==> src/loader_pkg.sv <==
/*
 Shared definitions for the content loader: host download indices,
 the download kind, the stream, word, mount and cheat structs, and the
 register map. Modules refer to these by loader_pkg:: scoped names.
*/
package loader_pkg;

	// ==============================
	// Widths and download indices
	// ==============================
	localparam int RAM_ADDR_W = 27;

	localparam logic [7:0] IDX_BIOS   = 8'd0;
	localparam logic [7:0] IDX_EXE    = 8'd1;
	// Only the low six index bits select a CD image
	localparam logic [5:0] IDX_CD     = 6'd2;
	localparam logic [7:0] IDX_SBI    = 8'd250;
	localparam logic [7:0] IDX_CDINFO = 8'd251;
	localparam logic [7:0] IDX_CODE   = 8'd255;

	// Default RAM placement of BIOS and executable images
	localparam logic [RAM_ADDR_W-1:0] BIOS_BASE_RST = 27'd2097152;
	localparam logic [RAM_ADDR_W-1:0] EXE_BASE_RST  = 27'd4194304;

	// ==============================
	// Register map
	// ==============================
	localparam logic [1:0] REG_BIOS_BASE = 2'd0;
	localparam logic [1:0] REG_EXE_BASE  = 2'd1;
	localparam logic [1:0] REG_OPTIONS   = 2'd2;
	// Bit of the options register
	localparam int OPT_AUTOSAVE = 0;

	// ==============================
	// Types
	// ==============================
	typedef enum logic [2:0] {
		DL_NONE,
		DL_BIOS,
		DL_EXE,
		DL_CD,
		DL_CDINFO,
		DL_SBI,
		DL_CODE
	} dl_kind_e;

	typedef struct packed {
		logic                  download;
		logic [7:0]            index;
		logic [RAM_ADDR_W-1:0] addr;
		logic [15:0]           data;
		logic                  wr;
	} host_stream_t;

	typedef struct packed {
		logic [RAM_ADDR_W-1:0] addr;
		logic [31:0]           data;
	} ram_word_t;

	// Slot 1 is the CD, slots 2 and 3 are memory cards
	typedef struct packed {
		logic [3:0]  slot;
		logic [31:0] size;
	} mount_evt_t;

	typedef struct packed {
		logic [31:0] flags;
		logic [31:0] addr;
		logic [31:0] compare;
		logic [31:0] replace;
	} cheat_code_t;

endpackage

==> src/dl_word_assembler.sv <==
/*
 Classifies the host download by index and pairs its 16-bit writes into
 32-bit words. RAM-bound words go out with a ram_req pulse while the host
 is held off; track-info words go to the track-info port.
*/
`timescale 1ns/100ps

module dl_word_assembler (
	input  logic                              clk_1x,
	input  logic                              arst_n,
	input  loader_pkg::host_stream_t          stream,
	input  logic [loader_pkg::RAM_ADDR_W-1:0] bios_base,
	input  logic [loader_pkg::RAM_ADDR_W-1:0] exe_base,
	input  logic                              ram_done,
	output logic                              ram_req,
	output loader_pkg::ram_word_t             ram_word,
	output logic [8:0]                        trackinfo_addr,
	output logic [31:0]                       trackinfo_data,
	output logic                              trackinfo_wr,
	output logic                              host_wait,
	output loader_pkg::dl_kind_e              dl_kind
);

	loader_pkg::ram_word_t word_q;
	logic                  word_dl;
	logic                  lo_write;
	logic                  hi_write;
	logic [loader_pkg::RAM_ADDR_W-1:0] base;

	function automatic loader_pkg::dl_kind_e kind_of(input logic [7:0] index);
		if (index == loader_pkg::IDX_BIOS)
			return loader_pkg::DL_BIOS;
		if (index == loader_pkg::IDX_EXE)
			return loader_pkg::DL_EXE;
		if (index[5:0] == loader_pkg::IDX_CD)
			return loader_pkg::DL_CD;
		if (index == loader_pkg::IDX_CDINFO)
			return loader_pkg::DL_CDINFO;
		if (index == loader_pkg::IDX_SBI)
			return loader_pkg::DL_SBI;
		if (index == loader_pkg::IDX_CODE)
			return loader_pkg::DL_CODE;
		return loader_pkg::DL_NONE;
	endfunction

	// Kinds that are assembled into words
	assign word_dl = dl_kind inside {loader_pkg::DL_BIOS, loader_pkg::DL_EXE,
		loader_pkg::DL_CD, loader_pkg::DL_CDINFO};
	assign lo_write = word_dl & stream.wr & ~stream.addr[1];
	assign hi_write = word_dl & stream.wr & stream.addr[1];

	// CD and track info are placed at their file address
	always_comb begin
		case (dl_kind)
			loader_pkg::DL_BIOS: base = bios_base;
			loader_pkg::DL_EXE:  base = exe_base;
			default:             base = '0;
		endcase
	end

	// ==============================
	// Control
	// ==============================
	always_ff @(posedge clk_1x or negedge arst_n) begin
		if (!arst_n) begin
			dl_kind      <= loader_pkg::DL_NONE;
			ram_req      <= 1'b0;
			trackinfo_wr <= 1'b0;
			host_wait    <= 1'b0;
		end else begin
			dl_kind      <= stream.download ? kind_of(stream.index) : loader_pkg::DL_NONE;
			ram_req      <= 1'b0;
			trackinfo_wr <= 1'b0;
			if (word_dl) begin
				if (hi_write && dl_kind == loader_pkg::DL_CDINFO) begin
					trackinfo_wr <= 1'b1;
				end else if (hi_write) begin
					ram_req   <= 1'b1;
					host_wait <= 1'b1;
				end
				if (ram_done)
					host_wait <= 1'b0;
			end else begin
				host_wait <= 1'b0;
			end
		end
	end

	// Word payload, low half carries the address
	always_ff @(posedge clk_1x) begin
		if (lo_write) begin
			word_q.addr       <= stream.addr + base;
			word_q.data[15:0] <= stream.data;
		end
		if (hi_write)
			word_q.data[31:16] <= stream.data;
	end

	assign ram_word       = word_q;
	assign trackinfo_addr = word_q.addr[10:2];
	assign trackinfo_data = word_q.data;

endmodule

==> src/wb_ram_master.sv <==
/*
 Wishbone classic write master for assembled download words.
 Each ram_req starts one write that is held until ack; completion is
 reported with a single-cycle ram_done.
*/
`timescale 1ns/100ps

module wb_ram_master (
	input  logic                              clk_1x,
	input  logic                              arst_n,
	input  logic                              ram_req,
	input  loader_pkg::ram_word_t             ram_word,
	output logic                              ram_done,
	output logic                              wb_cyc,
	output logic                              wb_stb,
	output logic                              wb_we,
	output logic [loader_pkg::RAM_ADDR_W-1:0] wb_adr,
	output logic [31:0]                       wb_dat_w,
	output logic [3:0]                        wb_sel,
	input  logic                              wb_ack
);

	logic busy;

	// One write in flight, dropped on the ack edge
	always_ff @(posedge clk_1x or negedge arst_n) begin
		if (!arst_n) begin
			busy     <= 1'b0;
			ram_done <= 1'b0;
		end else begin
			ram_done <= busy & wb_ack;
			if (busy && wb_ack)
				busy <= 1'b0;
			else if (ram_req)
				busy <= 1'b1;
		end
	end

	// Address and data stay put until ack
	always_ff @(posedge clk_1x) begin
		if (ram_req && !busy) begin
			wb_adr   <= ram_word.addr;
			wb_dat_w <= ram_word.data;
		end
	end

	assign wb_cyc = busy;
	assign wb_stb = busy;
	// Write only, full words
	assign wb_we  = 1'b1;
	assign wb_sel = 4'hf;

endmodule

==> src/cheat_code_loader.sv <==
/*
 Builds 128-bit cheat codes from the cheat download. Each record is
 16 bytes, lower half-word first; a complete record raises code_valid.
 cheat_clear marks the start of a new cheat list.
*/
`timescale 1ns/100ps

module cheat_code_loader (
	input  logic                     clk_1x,
	input  logic                     arst_n,
	input  loader_pkg::host_stream_t stream,
	input  loader_pkg::dl_kind_e     dl_kind,
	output logic                     cheat_clear,
	output logic                     code_valid,
	output loader_pkg::cheat_code_t  code
);

	logic code_dl;
	logic code_dl_q;
	logic code_wr;

	assign code_dl = (dl_kind == loader_pkg::DL_CODE);
	assign code_wr = code_dl & stream.wr;

	always_ff @(posedge clk_1x or negedge arst_n) begin
		if (!arst_n) begin
			code_dl_q   <= 1'b0;
			cheat_clear <= 1'b0;
			code_valid  <= 1'b0;
		end else begin
			code_dl_q   <= code_dl;
			cheat_clear <= code_dl & ~code_dl_q;
			// Last half-word of the record
			code_valid  <= code_wr & (stream.addr[3:0] == 4'd14);
		end
	end

	// ==============================
	// Field placement
	// ==============================
	always_ff @(posedge clk_1x) begin
		if (code_wr) begin
			case (stream.addr[3:0])
				4'd0:    code.flags[15:0]    <= stream.data;
				4'd2:    code.flags[31:16]   <= stream.data;
				4'd4:    code.addr[15:0]     <= stream.data;
				4'd6:    code.addr[31:16]    <= stream.data;
				4'd8:    code.compare[15:0]  <= stream.data;
				4'd10:   code.compare[31:16] <= stream.data;
				4'd12:   code.replace[15:0]  <= stream.data;
				4'd14:   code.replace[31:16] <= stream.data;
				default: ;
			endcase
		end
	end

endmodule

==> src/media_tracker.sv <==
/*
 Media status for the console core: CD presence and size, memory-card
 mount state, the copy-protection key, and single-cycle card load and
 save requests from mount events and the menu.
*/
`timescale 1ns/100ps

module media_tracker #(
	parameter int NUM_CARDS = 2
) (
	input  logic                     clk_1x,
	input  logic                     arst_n,
	input  loader_pkg::host_stream_t stream,
	input  loader_pkg::dl_kind_e     dl_kind,
	input  loader_pkg::mount_evt_t   mount,
	input  logic                     autosave_en,
	input  logic                     menu_load,
	input  logic                     menu_save,
	input  logic                     osd_status,
	output logic                     has_cd,
	output logic                     new_cd,
	output logic                     cd_from_sd,
	output logic [29:0]              cd_size,
	output logic [15:0]              libcrypt_key,
	output logic [NUM_CARDS-1:0]     card_mounted,
	output logic [NUM_CARDS-1:0]     card_load,
	output logic                     card_save
);

	logic cd_dl;
	logic cd_dl_q;
	logic size_nz;
	logic save_auto;
	logic menu_load_q;
	logic menu_save_q;
	logic save_auto_q;

	assign cd_dl     = (dl_kind == loader_pkg::DL_CD);
	assign size_nz   = |mount.size;
	assign save_auto = osd_status & autosave_en;

	always_ff @(posedge clk_1x or negedge arst_n) begin
		if (!arst_n) begin
			cd_dl_q      <= 1'b0;
			has_cd       <= 1'b0;
			new_cd       <= 1'b0;
			cd_from_sd   <= 1'b0;
			cd_size      <= '0;
			card_mounted <= '0;
			card_load    <= '0;
			card_save    <= 1'b0;
			menu_load_q  <= 1'b0;
			menu_save_q  <= 1'b0;
			save_auto_q  <= 1'b0;
		end else begin
			cd_dl_q     <= cd_dl;
			new_cd      <= 1'b0;
			card_load   <= '0;
			menu_load_q <= menu_load;
			menu_save_q <= menu_save;
			save_auto_q <= save_auto;

			// CD loaded into RAM, its size is the last address
			if (cd_dl_q && !cd_dl) begin
				cd_size    <= 30'(stream.addr);
				has_cd     <= 1'b1;
				cd_from_sd <= 1'b0;
			end

			// A mounted image overrides the RAM copy
			if (mount.slot[1]) begin
				if (size_nz) begin
					cd_size    <= mount.size[29:0];
					has_cd     <= 1'b1;
					cd_from_sd <= 1'b1;
					new_cd     <= 1'b1;
				end else begin
					has_cd <= 1'b0;
				end
			end

			// ==============================
			// Memory cards
			// ==============================
			for (int i = 0; i < NUM_CARDS; i++) begin
				if (mount.slot[i + 2]) begin
					card_mounted[i] <= size_nz;
					card_load[i]    <= size_nz;
				end
			end
			if (menu_load && !menu_load_q)
				card_load <= '1;
			card_save <= (menu_save & ~menu_save_q) | (save_auto & ~save_auto_q);
		end
	end

	// Key from the sbi download
	always_ff @(posedge clk_1x) begin
		if (dl_kind == loader_pkg::DL_SBI && stream.wr)
			libcrypt_key <= stream.data;
	end

endmodule

==> src/loader_regs.sv <==
/*
 Wishbone classic register block of the loader: BIOS base, executable
 base and the options word. Acks one cycle after a strobe and waits for
 the strobe to drop before the next access.
*/
`timescale 1ns/100ps

module loader_regs (
	input  logic                              clk_1x,
	input  logic                              arst_n,
	input  logic                              wb_cyc,
	input  logic                              wb_stb,
	input  logic                              wb_we,
	input  logic [1:0]                        wb_adr,
	input  logic [31:0]                       wb_dat_w,
	output logic [31:0]                       wb_dat_r,
	output logic                              wb_ack,
	output logic [loader_pkg::RAM_ADDR_W-1:0] bios_base,
	output logic [loader_pkg::RAM_ADDR_W-1:0] exe_base,
	output logic                              autosave_en
);

	logic [31:0] options;
	logic [31:0] rd_data;
	logic        served;

	// Unmapped words read as zero
	always_comb begin
		case (wb_adr)
			loader_pkg::REG_BIOS_BASE: rd_data = 32'(bios_base);
			loader_pkg::REG_EXE_BASE:  rd_data = 32'(exe_base);
			loader_pkg::REG_OPTIONS:   rd_data = options;
			default:                   rd_data = '0;
		endcase
	end

	always_ff @(posedge clk_1x or negedge arst_n) begin
		if (!arst_n) begin
			wb_ack    <= 1'b0;
			wb_dat_r  <= '0;
			served    <= 1'b0;
			bios_base <= loader_pkg::BIOS_BASE_RST;
			exe_base  <= loader_pkg::EXE_BASE_RST;
			options   <= '0;
		end else begin
			wb_ack <= 1'b0;
			if (!wb_stb) begin
				served <= 1'b0;
			end else if (wb_cyc && !served) begin
				served <= 1'b1;
				wb_ack <= 1'b1;
				if (wb_we) begin
					case (wb_adr)
						loader_pkg::REG_BIOS_BASE:
							bios_base <= wb_dat_w[loader_pkg::RAM_ADDR_W-1:0];
						loader_pkg::REG_EXE_BASE:
							exe_base <= wb_dat_w[loader_pkg::RAM_ADDR_W-1:0];
						loader_pkg::REG_OPTIONS:
							options <= wb_dat_w;
						default: ;
					endcase
				end else begin
					wb_dat_r <= rd_data;
				end
			end
		end
	end

	assign autosave_en = options[loader_pkg::OPT_AUTOSAVE];

endmodule

==> src/content_loader.sv <==
/*
 Top level of the content loader. Connects the download word assembler,
 the RAM write master, the cheat loader, the media tracker and the
 register block. NUM_CARDS sets the number of memory-card slots.
*/
`timescale 1ns/100ps

module content_loader #(
	parameter int NUM_CARDS = 2
) (
	input  logic                              clk_1x,
	input  logic                              arst_n,
	// Host download
	input  loader_pkg::host_stream_t          stream,
	output logic                              host_wait,
	// Register bus
	input  logic                              cfg_cyc,
	input  logic                              cfg_stb,
	input  logic                              cfg_we,
	input  logic [1:0]                        cfg_adr,
	input  logic [31:0]                       cfg_dat_w,
	output logic [31:0]                       cfg_dat_r,
	output logic                              cfg_ack,
	// RAM bus
	output logic                              ram_cyc,
	output logic                              ram_stb,
	output logic                              ram_we,
	output logic [loader_pkg::RAM_ADDR_W-1:0] ram_adr,
	output logic [31:0]                       ram_dat_w,
	output logic [3:0]                        ram_sel,
	input  logic                              ram_ack,
	// Track info
	output logic [8:0]                        trackinfo_addr,
	output logic [31:0]                       trackinfo_data,
	output logic                              trackinfo_wr,
	// Cheats
	output logic                              cheat_clear,
	output logic                              code_valid,
	output loader_pkg::cheat_code_t           code,
	// Media
	input  loader_pkg::mount_evt_t            mount,
	input  logic                              menu_load,
	input  logic                              menu_save,
	input  logic                              osd_status,
	output logic                              has_cd,
	output logic                              new_cd,
	output logic                              cd_from_sd,
	output logic [29:0]                       cd_size,
	output logic [15:0]                       libcrypt_key,
	output logic [NUM_CARDS-1:0]              card_mounted,
	output logic [NUM_CARDS-1:0]              card_load,
	output logic                              card_save
);

	logic [loader_pkg::RAM_ADDR_W-1:0] bios_base;
	logic [loader_pkg::RAM_ADDR_W-1:0] exe_base;
	logic                              autosave_en;
	loader_pkg::dl_kind_e              dl_kind;
	loader_pkg::ram_word_t             ram_word;
	logic                              ram_req;
	logic                              ram_done;

	dl_word_assembler dl_word_assembler_inst (
		.clk_1x(clk_1x), .arst_n(arst_n), .stream(stream),
		.bios_base(bios_base), .exe_base(exe_base),
		.ram_done(ram_done), .ram_req(ram_req), .ram_word(ram_word),
		.trackinfo_addr(trackinfo_addr), .trackinfo_data(trackinfo_data),
		.trackinfo_wr(trackinfo_wr), .host_wait(host_wait), .dl_kind(dl_kind)
	);

	wb_ram_master wb_ram_master_inst (
		.clk_1x(clk_1x), .arst_n(arst_n),
		.ram_req(ram_req), .ram_word(ram_word), .ram_done(ram_done),
		.wb_cyc(ram_cyc), .wb_stb(ram_stb), .wb_we(ram_we), .wb_adr(ram_adr),
		.wb_dat_w(ram_dat_w), .wb_sel(ram_sel), .wb_ack(ram_ack)
	);

	cheat_code_loader cheat_code_loader_inst (
		.clk_1x(clk_1x), .arst_n(arst_n), .stream(stream), .dl_kind(dl_kind),
		.cheat_clear(cheat_clear), .code_valid(code_valid), .code(code)
	);

	media_tracker #(.NUM_CARDS(NUM_CARDS)) media_tracker_inst (
		.clk_1x(clk_1x), .arst_n(arst_n), .stream(stream), .dl_kind(dl_kind),
		.mount(mount), .autosave_en(autosave_en),
		.menu_load(menu_load), .menu_save(menu_save), .osd_status(osd_status),
		.has_cd(has_cd), .new_cd(new_cd), .cd_from_sd(cd_from_sd),
		.cd_size(cd_size), .libcrypt_key(libcrypt_key),
		.card_mounted(card_mounted), .card_load(card_load), .card_save(card_save)
	);

	loader_regs loader_regs_inst (
		.clk_1x(clk_1x), .arst_n(arst_n),
		.wb_cyc(cfg_cyc), .wb_stb(cfg_stb), .wb_we(cfg_we), .wb_adr(cfg_adr),
		.wb_dat_w(cfg_dat_w), .wb_dat_r(cfg_dat_r), .wb_ack(cfg_ack),
		.bios_base(bios_base), .exe_base(exe_base), .autosave_en(autosave_en)
	);

endmodule

==> config.mk <==
export PLATFORM = sky130hd
export DESIGN_NAME = content_loader
export DESIGN_NICKNAME = d
export VERILOG_FILES = /design/src/loader_pkg.sv /design/src/dl_word_assembler.sv /design/src/wb_ram_master.sv /design/src/cheat_code_loader.sv /design/src/media_tracker.sv /design/src/loader_regs.sv /design/src/content_loader.sv
export SDC_FILE = /design/constraint.sdc
export NUM_CORES = 1
export LEC_CHECK = 0
export BUFFER_PORTS_ARGS = -buffer_cell sky130_fd_sc_hd__buf_2
export CELL_PAD_IN_SITES_DETAIL_PLACEMENT = 1
export CELL_PAD_IN_SITES_GLOBAL_PLACEMENT = 1
export CORE_ASPECT_RATIO = 0.75
export CORE_MARGIN = 2
export CORE_UTILIZATION = 46
export CTS_CLUSTER_DIAMETER = 80
export DETAILED_ROUTE_END_ITERATION = 7
export PLACE_DENSITY_LB_ADDON = 0.12
export SYNTH_ARGS = -nofsm -noshare
export SYNTH_HDL_FRONTEND = slang
export SYNTH_HIERARCHICAL = 1
export SYNTH_SLANG_ARGS = --single-unit
==> constraint.sdc <==
create_clock -name clk_1x -period 6.2 [get_ports clk_1x]
set_clock_uncertainty 0.15 [all_clocks]
set_input_delay 0.93 -clock clk_1x [delete_from_list [all_inputs] [get_ports clk_1x]]
set_output_delay 0.93 -clock clk_1x [all_outputs]
set_load 0.01 [all_outputs]
==> metrics.txt <==
number of nets in the layout=1732; number of synthesized flops with an enable pin=262; sort of element at the start of the critical path=flip-flop; total number of yosys warnings=6; clock-pin slew of the registers on the worst-case setup and hold paths=0.06 ns; unrepaired setup endpoints after global routing=no; source of the worst hold timing path=dl_word_assembler_inst/ram_word[54]; area growth from synthesis to layout=22.49%; antenna violations before repair=3; sequential fraction of the synthesis area=69.29%; detailed-route wire length per cell=24.43 um; clock tree from TritonCTS=yes; minimum clock period=3.838 ns; category of the worst setup path capture point=flip-flop; Detailed Place HPWL=37240 um; Max Freq=260.6 MHz; H-tree levels=2; setup TNS after final layout=0 ns; port buffer count=451; cells taking the most area after synthesis=sky130_fd_sc_hd__edfxtp_1, sky130_fd_sc_hd__dfrtp_1, sky130_fd_sc_hd__mux2_2; number of flip-flops and latches in the synthesized netlist=435; main flop type after synthesis=sky130_fd_sc_hd__edfxtp_1; leakage component of the power=9.268 nW; Power, Total=6.633 mW; worst slew slack as a fraction of its limit=21.76%; hold buffer count at cts=0; path type of the worst min-delay path=flip-flop to flip-flop; 1st-pass router iterations=5; via/cell ratio=5.305; R2R Path Start=dl_word_assembler_inst/dl_kind[2]; Synth Instances=1140; fraction of layout instances using a drive strength above 1=46.11%; wire length reported by the detailed router=51760 um; startpoint-to-endpoint class of the critical path=flip-flop to flip-flop; maximum clock path buffer count=3; netlist area before placement=0.01761 mm2; final critical-path share of the clock period=61.90%; final-report max-slew violation count=0; leading area contributor after synthesis=sky130_fd_sc_hd__edfxtp_1; overall fraction of global-route tracks in use=25.62%; effective utilization at floorplan=46.32%; Max Cap Viol=0; maximum net fanout on the critical path=27; Least-Margin Pin Slew=1.173 ns; run status=finished, final reports clean; number of routed nets with antenna violations=0; standard cell core area=0.03801 mm2; Post-CTS Setup Repair Bufs=0; horizontal extent of the die=229.9 um; power density over the cells=307.6 mW/mm2; vias in the first global route=11.83k; required arrival time at the worst endpoint=6.34 ns; global-route wire length before repair=76230 um; hold violation total from the final report=0; Overflow after GRT=0; Synth top area share=44.69%; root buf cell=sky130_fd_sc_hd__clkbuf_16; Setup-failing EPs final=0; number of placement rows=62; maximum number of pins on one net before global-route repair=105; number of gates resized after CTS=0; number of remaining DRC errors=0; floorplan die height=173.4 um; critical path launch point=dl_word_assembler_inst/dl_kind[2]; number of I/O pins=458; synthesized area per cell=15.44 um2; RePlAce Congestion=0.8576; CTS Buf Count=43; Crit path arrival time=3.97 ns; clock net sink count=435; DRT iter0 DRCs=669; dominant cell by count in the synthesized netlist=sky130_fd_sc_hd__edfxtp_1; most frequent cells after synthesis=sky130_fd_sc_hd__edfxtp_1, sky130_fd_sc_hd__dfrtp_1, sky130_fd_sc_hd__mux2_2, sky130_fd_sc_hd__a21oi_1, sky130_fd_sc_hd__nor2_1; share of async-settable or async-resettable flops after synthesis=39.77%; die area=0.03987 mm2; maximum resistive drop on vdd=0.1876 mV; clock insertion delay at the later pin of the skew report=0.56 ns; number of distinct standard cells referenced by the synthesized netlist=69; total vias in the final route=11.24k
==> metal layers <==
metal	global-route usage (%)	routed length, um	vias up
met3	5.132	2876	70
met5	0	16	-
met1	35.44	22530	5817
li1	-	-	5019
met2	41.68	25180	333
met4	6.720	1157	2
==> sequential cells by signal (all words and copies together), names as in the netlist, 2 cells and up <==
register and cells:
cheat_code_loader_inst/code 128, dl_word_assembler_inst/trackinfo_data 32, loader_regs_inst/options 32, loader_regs_inst/wb_dat_r 32, wb_ram_master_inst/wb_dat_w 32, media_tracker_inst/cd_size 30, dl_word_assembler_inst/ram_word 27, loader_regs_inst/bios_base 27
loader_regs_inst/exe_base 27, wb_ram_master_inst/wb_adr 27, media_tracker_inst/libcrypt_key 16, dl_word_assembler_inst/dl_kind 3, media_tracker_inst/card_load 2, media_tracker_inst/card_mounted 2
==> area by class of cell <==
class / count / area [um2]
Fill cell: 3822 / 16450
Timing Repair Buffer: 473 / 2429
Antenna cell: 2 / 5.005
Clock inverter: 20 / 205.2
Clock buffer: 57 / 1189
Tap cell: 512 / 640.6
Sequential cell: 435 / 12200
Multi-Input combinational cell: 601 / 4827
Inverter: 19 / 71.32
==> worst paths after layout <==
path | end | depth (start not counted) | slack [ns]
setup / recovery | dl_word_assembler_inst/ram_word[52] | 13 | 2.36
hold / removal | wb_ram_master_inst/wb_adr[22] | 0 | 0.26
setup reg to reg | dl_word_assembler_inst/ram_word[52] | 13 | 2.36
hold reg to reg | wb_ram_master_inst/wb_adr[22] | 0 | 0.26
max in group asynchronous | media_tracker_inst/save_auto_q | 2 | 4.41
min in group asynchronous | media_tracker_inst/cd_from_sd | 1 | 0.35
==> power by group <==
part / leakage (nW) / internal, mW / switching, mW
Clock: 0.690 / 1.48 / 1.11
Sequential: 4.48 / 3.28 / 0.137
Combinational: 4.10 / 0.313 / 0.309
==> layout by cell type, fill, tap and decap left out, drive strengths merged, types with 10 or more instances in the layout <==
cell      n
a21o     10
a21oi    80
a22o     25
buf     473
clkbuf   57
clkinv   13
dfrtp   171
edfxtp  262
ha       26
inv      23
mux2    140
mux2i    31
nand2    43
nand3    11
nor2     58
nor4     11
o21ai    26
or2      28
xnor2    12
xor2     10
==> critical path, stage by stage, from the launching register on <==
cell	delay [ns]
sky130_fd_sc_hd__dfrtp_1	0.54
sky130_fd_sc_hd__nor3b_4	0.22
sky130_fd_sc_hd__buf_4	0.38
sky130_fd_sc_hd__a22o_1	0.22
sky130_fd_sc_hd__ha_1	0.20
sky130_fd_sc_hd__inv_1	0.07
sky130_fd_sc_hd__fa_1	0.41
sky130_fd_sc_hd__nor2b_2	0.15
sky130_fd_sc_hd__o31a_2	0.19
sky130_fd_sc_hd__nand4_1	0.18
sky130_fd_sc_hd__a31o_1	0.28
sky130_fd_sc_hd__a211oi_2	0.31
sky130_fd_sc_hd__a21oi_1	0.12
sky130_fd_sc_hd__xnor2_1	0.15
==> cells by family (layout without fill, tap and decap cells) <==
family          count (synthesis)  after routing  share of synthesized area (%)
compound gates                175            175                          6.432
xor+xnor                       22             22                          1.094
fa+ha+maj                      27             27                          1.961
buf+inv                       108            569                          3.880
flops                         435            435                          69.29
mux                           171            171                          11.14
other cells                     1              7                        0.02130
simple gates                  201            201                          6.176
==> stage by stage <==
| stage | cells | hold WS [ns] | util, % | setup slack, ns | instance area (um2) |
|---|---|---|---|---|---|
| finish | 2119 | 0.2573 | 56.73 | 2.362 | 21570 |
| global placement | 2040 | 0.2300 | 53.05 | 2.402 | 20170 |
| global route | 2118 | 0.2624 | 56.73 | 2.146 | 21560 |
| CTS | 2117 | 0.2514 | 56.72 | 2.376 | 21560 |
| detailed placement | 2040 | 0.2561 | 53.05 | 2.296 | 20170 |
| floorplan | 1144 | 0.2253 | - | 2.660 | 17620 |
No activity file was read; power rests on OpenSTA's default activity.
